<file path="config.mk">
export PLATFORM = sky130hd
export DESIGN_NAME = kyberEncTail
export DESIGN_NICKNAME = d
export VERILOG_FILES = /design/src/kyberArithPkg.sv /design/src/kyberEncCtrlPkg.sv /design/src/coefStreamIf.sv /design/src/msgDecoder.sv /design/src/coefCompressor.sv /design/src/cipherPacker.sv /design/src/encSequencer.sv /design/src/kyberEncTail.sv
export SDC_FILE = /design/constraint.sdc
export NUM_CORES = 2
export LEC_CHECK = 0
export BUFFER_PORTS_ARGS = -buffer_cell sky130_fd_sc_hd__clkbuf_2
export CAP_MARGIN = 20
export CORE_AREA = 3 3 508 510
export CTS_BUF_LIST = sky130_fd_sc_hd__clkbuf_16
export CTS_CLUSTER_DIAMETER = 200
export DETAILED_ROUTE_END_ITERATION = 10
export DIE_AREA = 0 0 511 513
export HOLD_SLACK_MARGIN = 0.06
export PLACE_DENSITY = 0.49
export SLEW_MARGIN = 5
export SYNTH_ARGS = -nofsm -noshare
export SYNTH_HDL_FRONTEND = slang
export SYNTH_SLANG_ARGS = --single-unit
</file>
<file path="constraint.sdc">
create_clock -name clk -period 19.25 [get_ports clk]
set_input_delay 1.925 -clock clk [delete_from_list [all_inputs] [get_ports clk]]
set_output_delay 1.925 -clock clk [all_outputs]
set_load 0.01 [all_outputs]
</file>
<file path="src/kyberArithPkg.sv">
package kyberArithPkg;

  // ------------------------------
  // Ring parameters
  // ------------------------------

  // Kyber prime modulus
  localparam int KYBER_Q = 3329;

  // Coefficients per polynomial
  localparam int KYBER_N = 256;

  // Bits needed for a value below q
  localparam int COEF_W = 12;

  // ------------------------------
  // Coefficient types
  // ------------------------------

  // Reduced coefficient, always below q
  typedef logic [COEF_W-1:0] coef_t;

  // Position inside the polynomial, 0 to 255
  typedef logic [7:0] coefIdx_t;

  // Decoded value of a set message bit, (q+1)/2
  localparam coef_t MSG_ONE = coef_t'((KYBER_Q + 1) / 2);

endpackage

</file>
<file path="src/kyberEncCtrlPkg.sv">
package kyberEncCtrlPkg;

  // ------------------------------
  // Message format
  // ------------------------------

  // 32-byte message, one bit per coefficient
  localparam int MSG_BITS = 256;

  // Message bit i sits at vector bit i
  typedef logic [MSG_BITS-1:0] msg_t;

  // ------------------------------
  // Sequencer phases
  // ------------------------------

  // Idle waits for start
  // Stream runs all coefficients through the datapath
  // Flush lets the last packer write land
  // Done lasts one cycle and drives the done pulse
  typedef enum logic [1:0] {
    ST_IDLE,
    ST_STREAM,
    ST_FLUSH,
    ST_DONE
  } encState_t;

endpackage

</file>
<file path="src/coefStreamIf.sv">
`timescale 1ns/1ns

// One coefficient step between pipeline stages
// Decode instance carries the message coefficient
// Result instance carries the compressed value, step acts as valid
interface coefStreamIf
  import kyberArithPkg::*;
#(
  parameter int P_COEF_W = COEF_W
) ();

  // Single-cycle strobe for the fields below
  logic                step;
  // Coefficient position
  coefIdx_t            idx;
  // Payload, width set per instance
  logic [P_COEF_W-1:0] coef;
  // High with index 255
  logic                last;

  // Producer side
  modport source (output step, idx, coef, last);

  // Consumer side
  modport sink (input step, idx, coef, last);

endinterface

</file>
<file path="src/msgDecoder.sv">
`timescale 1ns/1ns

module msgDecoder
  import kyberArithPkg::*, kyberEncCtrlPkg::*;
(
  input  logic         clk,
  input  logic         rst_n,
  input  logic         i_runStart,
  input  msg_t         i_msg,
  input  logic         i_ready,
  coefStreamIf.source  o_decode
);

  // Remaining message bits, LSB is the next one
  msg_t     msgShift;
  // Set for the whole run until index 255 has gone out
  logic     active;
  // Ready delayed by one cycle
  logic     readyDly;
  logic     stepQ;
  coefIdx_t idxQ;
  coef_t    coefQ;
  logic     lastQ;
  logic     advance;

  // Next step fires on the delayed ready
  assign advance = readyDly & active;

  // ------------------------------
  // Step control
  // ------------------------------
  always_ff @(posedge clk or negedge rst_n) begin
    if (!rst_n) begin
      active   <= 1'b0;
      readyDly <= 1'b0;
      stepQ    <= 1'b0;
    end else begin
      // A stale ready around run start is dropped
      readyDly <= i_ready & ~i_runStart;
      if (i_runStart) begin
        active <= 1'b1;
        stepQ  <= 1'b1;
      end else if (advance) begin
        stepQ <= 1'b1;
        // Index 255 is the final step of the run
        if (idxQ == coefIdx_t'(KYBER_N - 2)) begin
          active <= 1'b0;
        end
      end else begin
        stepQ <= 1'b0;
      end
    end
  end

  // ------------------------------
  // Coefficient payload
  // ------------------------------
  always_ff @(posedge clk) begin
    if (i_runStart) begin
      // Bit 0 goes out right away
      msgShift <= i_msg >> 1;
      coefQ    <= i_msg[0] ? MSG_ONE : '0;
      idxQ     <= '0;
      lastQ    <= 1'b0;
    end else if (advance) begin
      msgShift <= msgShift >> 1;
      coefQ    <= msgShift[0] ? MSG_ONE : '0;
      idxQ     <= idxQ + 1'b1;
      lastQ    <= (idxQ == coefIdx_t'(KYBER_N - 2));
    end
  end

  // Fields stay stable until the next step
  assign o_decode.step = stepQ;
  assign o_decode.idx  = idxQ;
  assign o_decode.coef = coefQ;
  assign o_decode.last = lastQ;

endmodule

</file>
<file path="src/coefCompressor.sv">
`timescale 1ns/1ns

module coefCompressor
  import kyberArithPkg::*;
#(
  parameter int P_DV = 4
) (
  input  logic        clk,
  input  logic        rst_n,
  coefStreamIf.sink   i_decode,
  output logic        o_ready,
  output logic        o_coefReq,
  input  logic        i_coefAck,
  input  coef_t       i_polyCoef,
  input  coef_t       i_noiseCoef,
  coefStreamIf.source o_result
);

  // Handshake phases
  typedef enum logic [1:0] {
    CS_IDLE,
    CS_REQ,
    CS_ACK_LOW
  } cmpState_t;

  // Three operands below q need two extra bits
  localparam int SUM_W    = COEF_W + 2;
  // Value shifted by DV plus the rounding carry
  localparam int SCALED_W = COEF_W + P_DV + 1;

  localparam logic [SUM_W-1:0]    Q_SUM    = SUM_W'(KYBER_Q);
  localparam logic [SCALED_W-1:0] Q_SCALED = SCALED_W'(KYBER_Q);
  // Rounding offset, floor(q/2)
  localparam logic [SCALED_W-1:0] Q_HALF   = SCALED_W'(KYBER_Q / 2);

  cmpState_t         state;
  // Step seen while the previous handshake was still closing
  logic              stepPend;
  logic              reqQ;
  logic              readyQ;
  logic              capture;

  // Captured operands
  logic              capValid;
  coef_t             capMsg;
  coef_t             capPoly;
  coef_t             capNoise;
  coefIdx_t          capIdx;
  logic              capLast;

  // Adder and reduction
  logic [SUM_W-1:0]  sumRaw;
  logic [SUM_W-1:0]  sumOnce;
  logic [SUM_W-1:0]  sumTwice;
  coef_t             reduced;

  // Result stage
  logic              resValid;
  coefIdx_t          resIdx;
  logic [P_DV-1:0]   resValue;
  logic              resLast;

  // round(x * 2^DV / q) mod 2^DV
  function automatic logic [P_DV-1:0] compress(input coef_t x);
    logic [SCALED_W-1:0] scaled;
    logic [SCALED_W-1:0] quot;
    scaled = (SCALED_W'(x) << P_DV) + Q_HALF;
    quot   = scaled / Q_SCALED;
    return quot[P_DV-1:0];
  endfunction

  // First clock with ack high while requesting
  assign capture = (state == CS_REQ) & i_coefAck;

  // ------------------------------
  // Four-phase handshake
  // ------------------------------
  always_ff @(posedge clk or negedge rst_n) begin
    if (!rst_n) begin
      state    <= CS_IDLE;
      stepPend <= 1'b0;
      reqQ     <= 1'b0;
      readyQ   <= 1'b0;
      capValid <= 1'b0;
      resValid <= 1'b0;
    end else begin
      readyQ   <= 1'b0;
      capValid <= capture;
      resValid <= capValid;
      if (i_decode.step && (state != CS_IDLE)) begin
        stepPend <= 1'b1;
      end
      case (state)
        CS_IDLE: begin
          // Ack is known low here, so req may rise
          if (i_decode.step || stepPend) begin
            reqQ     <= 1'b1;
            stepPend <= 1'b0;
            state    <= CS_REQ;
          end
        end
        CS_REQ: begin
          // Waits as long as the producer needs
          if (i_coefAck) begin
            reqQ  <= 1'b0;
            state <= CS_ACK_LOW;
          end
        end
        CS_ACK_LOW: begin
          if (!i_coefAck) begin
            // No further coefficient after index 255
            readyQ <= ~capLast;
            state  <= CS_IDLE;
          end
        end
        default: state <= CS_IDLE;
      endcase
    end
  end

  // ------------------------------
  // Sum modulo q
  // ------------------------------
  always_comb begin
    sumRaw   = {2'b00, capMsg} + {2'b00, capPoly} + {2'b00, capNoise};
    sumOnce  = (sumRaw >= Q_SUM) ? sumRaw - Q_SUM : sumRaw;
    sumTwice = (sumOnce >= Q_SUM) ? sumOnce - Q_SUM : sumOnce;
    reduced  = sumTwice[COEF_W-1:0];
  end

  // Operand capture, then compressed result one cycle later
  always_ff @(posedge clk) begin
    if (capture) begin
      capMsg   <= i_decode.coef;
      capPoly  <= i_polyCoef;
      capNoise <= i_noiseCoef;
      capIdx   <= i_decode.idx;
      capLast  <= i_decode.last;
    end
    if (capValid) begin
      resIdx   <= capIdx;
      resValue <= compress(reduced);
      resLast  <= capLast;
    end
  end

  assign o_coefReq     = reqQ;
  assign o_ready       = readyQ;
  assign o_result.step = resValid;
  assign o_result.idx  = resIdx;
  assign o_result.coef = resValue;
  assign o_result.last = resLast;

endmodule

</file>
<file path="src/cipherPacker.sv">
`timescale 1ns/1ns

module cipherPacker
  import kyberArithPkg::*;
#(
  parameter int P_DV = 4
) (
  input  logic                    clk,
  input  logic                    rst_n,
  coefStreamIf.sink               i_result,
  input  logic                    i_runStart,
  output logic                    o_packLast,
  output logic [KYBER_N*P_DV-1:0] o_cipher
);

  // Full v part of the ciphertext
  localparam int CIPHER_W = KYBER_N * P_DV;

  // Lowest bit of the current slot
  int   slotBase;
  logic writeEn;

  // Coefficient i lands at bits i*DV upward
  // For DV = 4 this gives two nibbles per byte, low nibble first
  assign slotBase = int'(i_result.idx) * P_DV;
  assign writeEn  = i_result.step;

  // ------------------------------
  // Cipher buffer
  // ------------------------------
  always_ff @(posedge clk or negedge rst_n) begin
    if (!rst_n) begin
      o_cipher <= '0;
    end else if (i_runStart) begin
      // Fresh run starts from zero
      o_cipher <= {CIPHER_W{1'b0}};
    end else if (writeEn) begin
      o_cipher[slotBase +: P_DV] <= i_result.coef;
    end
  end

  // Final write is under way in this cycle
  // Buffer holds it from the next edge on
  assign o_packLast = i_result.step & i_result.last;

endmodule

</file>
<file path="src/encSequencer.sv">
`timescale 1ns/1ns

module encSequencer
  import kyberEncCtrlPkg::*;
(
  input  logic i_clk,
  input  logic i_rst_n,
  input  logic i_start,
  input  logic i_packLast,
  output logic o_runStart,
  output logic o_done,
  output logic o_busy
);

  encState_t state;
  encState_t nextState;
  logic      startAccept;
  logic      runStartQ;

  // Any phase other than idle locks out a new start
  assign o_busy      = (state != ST_IDLE);
  assign startAccept = i_start & ~o_busy;

  // ------------------------------
  // Next phase
  // ------------------------------
  always_comb begin
    nextState = state;
    case (state)
      ST_IDLE: begin
        if (startAccept) begin
          nextState = ST_STREAM;
        end
      end
      ST_STREAM: begin
        // Last compressed value is being packed
        if (i_packLast) begin
          nextState = ST_FLUSH;
        end
      end
      // One cycle for the last write to land
      ST_FLUSH: nextState = ST_DONE;
      ST_DONE:  nextState = ST_IDLE;
      default:  nextState = ST_IDLE;
    endcase
  end

  // ------------------------------
  // Phase register
  // ------------------------------
  always_ff @(posedge i_clk or negedge i_rst_n) begin
    if (!i_rst_n) begin
      state <= ST_IDLE;
    end else begin
      state <= nextState;
    end
  end

  // Run start pulse one cycle after start is taken
  always_ff @(posedge i_clk or negedge i_rst_n) begin
    if (!i_rst_n) begin
      runStartQ <= 1'b0;
    end else begin
      runStartQ <= startAccept;
    end
  end

  assign o_runStart = runStartQ;

  // Done pulse, three cycles after the final capture
  assign o_done = (state == ST_DONE);

endmodule

</file>
<file path="src/kyberEncTail.sv">
`timescale 1ns/1ns

module kyberEncTail
  import kyberArithPkg::*, kyberEncCtrlPkg::*;
#(
  // Compression bits for v, 4 in Kyber512
  parameter int P_DV = 4
) (
  input  logic                    clk,
  input  logic                    rst_n,
  input  logic                    i_start,
  input  msg_t                    i_msg,
  output logic                    o_coefReq,
  input  logic                    i_coefAck,
  input  coef_t                   i_polyCoef,
  input  coef_t                   i_noiseCoef,
  output logic [KYBER_N*P_DV-1:0] o_cipher,
  output logic                    o_done
);

  logic runStart;
  logic packLast;
  logic coefReady;

  // Decoded message coefficients
  coefStreamIf decodeIf ();
  // Compressed values, DV bits wide
  coefStreamIf #(.P_COEF_W(P_DV)) resultIf ();

  // ------------------------------
  // Phase control
  // ------------------------------
  encSequencer uSequencer (
    .i_clk      (clk),
    .i_rst_n    (rst_n),
    .i_start    (i_start),
    .i_packLast (packLast),
    .o_runStart (runStart),
    .o_done     (o_done),
    .o_busy     ()
  );

  // ------------------------------
  // Datapath
  // ------------------------------
  msgDecoder uDecoder (
    .clk        (clk),
    .rst_n      (rst_n),
    .i_runStart (runStart),
    .i_msg      (i_msg),
    .i_ready    (coefReady),
    .o_decode   (decodeIf)
  );

  coefCompressor #(
    .P_DV (P_DV)
  ) uCompressor (
    .clk         (clk),
    .rst_n       (rst_n),
    .i_decode    (decodeIf),
    .o_ready     (coefReady),
    .o_coefReq   (o_coefReq),
    .i_coefAck   (i_coefAck),
    .i_polyCoef  (i_polyCoef),
    .i_noiseCoef (i_noiseCoef),
    .o_result    (resultIf)
  );

  cipherPacker #(
    .P_DV (P_DV)
  ) uPacker (
    .clk        (clk),
    .rst_n      (rst_n),
    .i_result   (resultIf),
    .i_runStart (runStart),
    .o_packLast (packLast),
    .o_cipher   (o_cipher)
  );

endmodule

</file>
Word-level counts from Yosys, hierarchy flattened
Index checks and enable logic that the tools add are counted.
{"block": "word_totals", "ff_bits": 1371, "output_inout_bits": 1026, "input_bits": 284, "elab_cells": 100}
{"block": "classes", "magnitude_cmp": 2, "mux": 31, "n_addsub": 7, "n_shift": 2, "bitwise_logic": 8, "div": 1, "n_eq_ne": 11, "n_reduce_logical": 14}
{"cell": "$mux 1024", "count": 2}
{"cell": "$bwmux 1024", "count": 1}
{"cell": "$shift 4x33->1024 const A", "count": 1}
{"cell": "$shiftx 4x33->1024", "count": 1}
{"cell": "$mux 255", "count": 2}
{"cell": "$mux 12", "count": 3}
{"cell": "$neg 10->33", "count": 1}
{"cell": "$ge 14x12->1 const B", "count": 2}
{"cell": "$mux 11", "count": 2}
{"cell": "$add 16x11->17 const B", "count": 1}
{"cell": "$div 17x12->17 const B", "count": 1}
{"cell": "$add 14x12->14", "count": 1}
{"cell": "$mux 14", "count": 1}
{"cell": "$sub 14x12->14 const B", "count": 1}
{"cell": "$add 12x12->13", "count": 1}
{"cell": "$mux 1", "count": 12}
{"cell": "$reduce_bool 2->1", "count": 6}
{"cell": "$sub 12x12->12 const B", "count": 1}
{"cell": "$mux 2", "count": 5}
{"cell": "$add 8x1->8 const B", "count": 1}
{"cell": "$eq 8x8->1 const B", "count": 1}
{"cell": "$pmux 2 s4", "count": 1}
{"cell": "$eq 2x2->1 const B", "count": 3}
{"cell": "$ne 2x2->1 const B", "count": 3}
{"cell": "other kinds (11)", "count": 22}

Longest topological paths before layout
{"block": "logic_depth", "depth_word": 8, "depth_mapped": 55, "ltp_nobuf": 51}

Cells and area by module
From an unflattened synthesis, not the netlist that was laid out.
{"block": "unflattened", "hier_cells": 5261, "area_unflattened_um2": 63179.3}
{"mod": "cipherPacker", "area_per_inst_um2": 45001.9, "cells_each": 3921, "instances": 1, "seq_area_each_um2": 25624.6}
{"mod": "msgDecoder", "area_per_inst_um2": 11317.1, "cells_each": 606, "instances": 1, "seq_area_each_um2": 7942.6}
{"mod": "coefCompressor", "area_per_inst_um2": 6660.1, "cells_each": 717, "instances": 1, "seq_area_each_um2": 1916.8}
{"mod": "encSequencer", "area_per_inst_um2": 200.2, "cells_each": 17, "instances": 1, "seq_area_each_um2": 75.1}

Worst setup path after synthesis
Ideal clock, no wire load.
{"block": "synth_path", "kind": "register to register", "from": "reg uCompressor.capMsg[9]", "to": "reg uCompressor.resValue[0] (netlist: uCompressor.o_result.coef[0]) (data pin)", "n_path_buf": 3, "slack_ps": 8142, "path_stages_with_launch": 53, "arrival_ps": 10842, "setup_ps": 266, "t_required_ps": 18984, "period_less_slack_ps": 11108, "path_cell_list": "edfxtp_1 ha_1 ha_1 a41oi_4 nor2_1 nor2_1 xnor2_1 ha_1 and4_1 a21oi_1 o21ai_0 o21ai_1 nand3_1 buf_4 o21ai_4 mux2i_1 ha_1 a21boi_4 [17 not listed] o22ai_1 a21o_1 buf_4 a21oi_4 inv_2 ha_1 o21ai_0 mux2i_2 nand3_2 a31oi_4 ha_1 nand2_1 or4_1 mux2_2 o21ai_2 a211oi_1 a211oi_1 o31ai_1"}
{"block": "synth_via", "elab_chain_len": 8, "word_cells_on_any_way": 10, "classes_between": "add/sub: 5; div: 1; order compare: 2; mux: 2"}
{"item": "from (decl)", "line_no": "coefCompressor.sv:45", "source": "coef_t capMsg;"}
{"item": "from (signal assigned)", "line_no": "coefCompressor.sv:134", "source": "capMsg <= i_decode.coef;"}
{"item": "$add 12x12->13 (*)", "line_no": "coefCompressor.sv:125", "source": "sumRaw = {2'b00, capMsg} + {2'b00, capPoly} + {2'b00, capNoise};"}
{"item": "$add 14x12->14 (*)", "line_no": "coefCompressor.sv:125"}
{"item": "$sub 14x12->14 / $ge 14x12->1 (equally long branches)", "line_no": "coefCompressor.sv:126", "source": "sumOnce = (sumRaw >= Q_SUM) ? sumRaw - Q_SUM : sumRaw;"}
{"item": "$mux 14 (*)", "line_no": "coefCompressor.sv:126"}
{"item": "$sub 12x12->12 / $ge 14x12->1 (equally long branches)", "line_no": "coefCompressor.sv:127", "source": "sumTwice = (sumOnce >= Q_SUM) ? sumOnce - Q_SUM : sumOnce;"}
{"item": "$mux 12 (*)", "line_no": "coefCompressor.sv:127"}
{"item": "$add 16x11->17 (*)", "line_no": "coefCompressor.sv:67", "source": "scaled = (SCALED_W'(x) << P_DV) + Q_HALF;"}
{"item": "$div 17x12->17 (*)", "line_no": "coefCompressor.sv:68", "source": "quot = scaled / Q_SCALED;"}
{"item": "to (signal assigned)", "line_no": "coefCompressor.sv:142", "source": "resValue <= compress(reduced);"}
{"item": "to (decl)", "line_no": "coefCompressor.sv:60", "source": "logic [P_DV-1:0] resValue;"}
Mark *: on every way between the ends. The rest lies on a longest branch, timed or not.
A chain may end at the register's enable or synchronous reset.

Final worst setup path
Ends and elaborated chain as after synthesis.

==> impl_metrics.toml <==
[logic_synthesis]
synth_compound_area_share_pct = 19.7
synthAdderAreaFrac_pct = 0.896
synth_nets = 5170
yosysSeqAreaShare_pct = 60.6
synthSimpleGateAreaFrac_pct = 10.2
synth.area.mux_share_pct = 5.77
synthXorXnorAreaFrac_pct = 1.04
synth_edf_count = 303
synth_area_per_cell_sq_um = 12.0
synthDistinctLibCells = 132
ys_seq_elements = 1349
synth_cells = 4845
synth_area_sq_um = 58100
synth_top_family_by_area = "compound AO/OA/AOI/OAI gates"
yosysWarnings = 0
synth_ff_type = "dfrtp_1"
async_reset_ff_share_pct = 76.9

[worst_setup_path]
worstPathRequired_ns = 19.80
endpoint_kind = "flip-flop"
slowest_stage = "nand3_1"
crit_family = "compound AO/OA/AOI/OAI gates"
r2r-start = "uCompressor.capMsg[9]"
cp_num_cells = 49
worstSetupStartpoint = "uCompressor.capMsg[9]"
critPathMostFrequentCell = "ha_1"
crit_fanout = 12
crit_type = "flip-flop to flip-flop"
crit_arrival_ns = 14.71
worst_setup_path_start_kind = "flip-flop"
crit_buf_inv = 2
rr_worst_depth = 49
critPathMaxStageDelay_ns = 0.62

[global_route]
grt_max_degree = 180
grt_overflow = 0
grt_pass1_wl_mm = 411
antenna_found_initial = 32
grt_pass1_vias = 49700
grt_use_total_pct = 22.0

[clock_tree]
cts-root-buf = "clkbuf_16"
numClockSinks = 1349
numCtsBuffers = 157
clkLatencyLatePin_ns = 0.84
cts_tree = "built"
clkTransAtPathRegs_ns = 0.06
clock_path_buffers = 3
htreeDepth = 4
cts_hold_buffers = 0
cts_setup_buffers = 0
ctsResizeCount = 0

[sta]
drv_slew = 0
max_slew_margin_pct = 17.5
timing.final.ws_setup_ns = 5.09
min_period_ns = 14.16
fin_crit_sh_pct = 73.5
finalSetupViolations = 0
hold_viol_final = 0
fin_setup_tns_ns = 0
tightest_slew_ns = 1.23
rsz0062_at_grt = "no"
skew_ns = 0.0826
fmax_ghz = 0.0706

[hold_path]
min_from = "uCompressor.capIdx[4]"
hold_depth = 0
hold_class = "flip-flop to flip-flop"

[power_and_ir_drop]
ir_worst_vdd_uv = 682
p_leak_uw = 0.0336
fin_total_pwr_uw = 14900
power_density_nw_per_um2 = 200

[run]
drv_cap = 0

[placed_design]
dp_slack_ns = 5.26
gp_routability_congestion = 0.877
io_buffers = 1309
place_hpwl_mm = 228

[drt]
wl_mm = 298
drt-initial-drc-count = 4225
drtAntennaViolNets = 0
wire_per_inst_um = 30.6
drcViolationCount = 0
via_per_inst = 5.06
dr.pass1.iters = 6
vias = 49300

[final_layout]
fin_nets = 6554
area_growth_pct = 28.1
final_layout_size_suffix_gt1_share_pct = 32.8
num-fill-cells = 26500

[floorplan]
die_h_um = 513
dieArea_sq_um = 262000
boundaryPins = 1310
coreArea_sq_um = 254000
start_util_pct = 22.9
num_rows = 185
fp.dieW_um = 511

[outcome]
outcome = "finished clean"
-- worst paths after layout --
check	to	slack [ns]
hold / removal	uCompressor.o_result.idx[4]	0.38
max in group asynchronous	uPacker.o_cipher[363]	14.24
min in group asynchronous	uPacker.o_cipher[292]	1.17
setup / recovery	uCompressor.o_result.coef[0]	5.09
setup reg to reg	uCompressor.o_result.coef[0]	5.09
hold reg to reg	uCompressor.o_result.idx[4]	0.38
-- per-layer routing --
metal,wire length [um],part of all wire [%],up-vias,track usage (%)
met1,110000,37,25300,24.8
met5,136,0.046,-,0
li1,-,-,21100,-
met3,24600,8.2,579,6.43
met4,18900,6.3,20,12.0
met2,144000,48,2362,37.3
-- sequential cells by signal, indices dropped and copies added (netlist names), 2 cells and up --
| signal | flops |
|---|---|
| uCompressor.capIdx | 8 |
| uCompressor.capNoise | 12 |
| uCompressor.capPoly | 12 |
| uCompressor.o_result.coef | 4 |
| uCompressor.o_result.idx | 8 |
| uCompressor.state | 2 |
| uDecoder.msgShift | 255 |
| uDecoder.o_decode.idx | 8 |
| uPacker.o_cipher | 1024 |
| uSequencer.state | 2 |
-- layout by cell type (no fill, tap or decap), drive strengths merged, types with 10 or more instances in the layout --
cell type,count
o21ai,110
a22o,689
nor4,15
o21a,10
a211oi,15
diode,19
nor2b,13
and3,13
mux2,264
edfxtp,303
clkinv,75
a31oi,21
a21o,15
buf,133
xor2,28
and2,25
nand2b,10
nand2,357
nand3,62
mux2i,37
xnor2,37
inv,77
a2111oi,10
nand4,13
ha,40
a32o,64
a21oi,451
nor2,537
or3,14
o211ai,16
nor3,244
dfrtp,1037
o31ai,10
clkbuf,1468
-- stage by stage --
stage                     cell area [sq um]  hold WS (ns)  cells  utilization (%)
after floorplan                       58100         0.400   4845                -
after global placement                69200         0.405   9419             27.2
after detailed placement              69300         0.405   9432             27.3
after CTS                             74300         0.384   9720             29.3
after global routing                  74400         0.408   9727             29.3
final                                 74400         0.384   9743             29.3
-- synthesized netlist by cell type (all sizes together) (6+ instances only) --
master	number	area, sq um
dfrtp	1037	25900
and4	8	76.3
nand2b	10	62.6
nor3	244	1240
a22o	689	6030
o31ai	10	88.8
o21ai	110	588
or2	7	43.8
a2111oi	10	150
xor2	28	268
or3	14	87.6
and3	13	81.3
o211ai	16	149
nor2	537	2040
o21a	10	83.8
a31oi	21	180
buf	26	176
xnor2	37	339
nor2b	13	81.3
ha	40	500
dfxtp	9	180
a211oi	15	168
edfxtp	303	9100
clkbuf	190	713
nand3	62	320
a32o	64	641
nand4	13	87.6
mux2i	37	374
and2	25	161
mux2	264	2980
a21o	15	114
inv	31	116
nand2	357	1360
o22ai	8	56.3
nor4	15	115
nor3b	8	92.6
a211o	6	52.6
a31o	7	61.3
a221oi	7	109
a21oi	451	2290
-- power breakdown --
part	internal, uW	switching (uW)	total [uW]
Combinational	2900	5630	8530
Sequential	3300	116	3410
Clock	1580	1330	2900
-- worst register-to-register path: cells and delay by family, from the launching register on --
kind | cells | cell delay, ns
flip-flops | 1 | 0.49
buffers and inverters | 2 | 0.43
multiplexers | 3 | 1.19
adder cells (fa/ha/maj) | 9 | 2.71
AND/OR/NAND/NOR | 15 | 3.42
XOR/XNOR | 4 | 1.06
AO/OA/AOI/OAI | 16 | 4.63
-- logic make-up (layout without fill, tap and decap cells) --
| kind of cell | count (synthesis) | count (layout) |
|---|---|---|
| AO/OA/AOI/OAI | 1503 | 1503 |
| AND/OR/NAND/NOR | 1338 | 1338 |
| other | 0 | 19 |
| XOR/XNOR | 65 | 65 |
| flip-flops | 1349 | 1349 |
| adder cells (fa/ha/maj) | 41 | 41 |
| buffers and inverters | 248 | 1761 |
| multiplexers | 301 | 301 |
-- cell type report --
class	count	area, sq um	share of cell area [%]
sequential	1349	35200	47.4
inverter	32	120	0.161
clock inverter	128	952	1.28
tap	3366	4210	5.66
clock buffer	160	4000	5.38
timing repair buffer	1441	7670	10.3
antenna	19	47.5	0.0639
multi-input combinational	3248	22200	29.8
(Power assumes the default switching activity.)
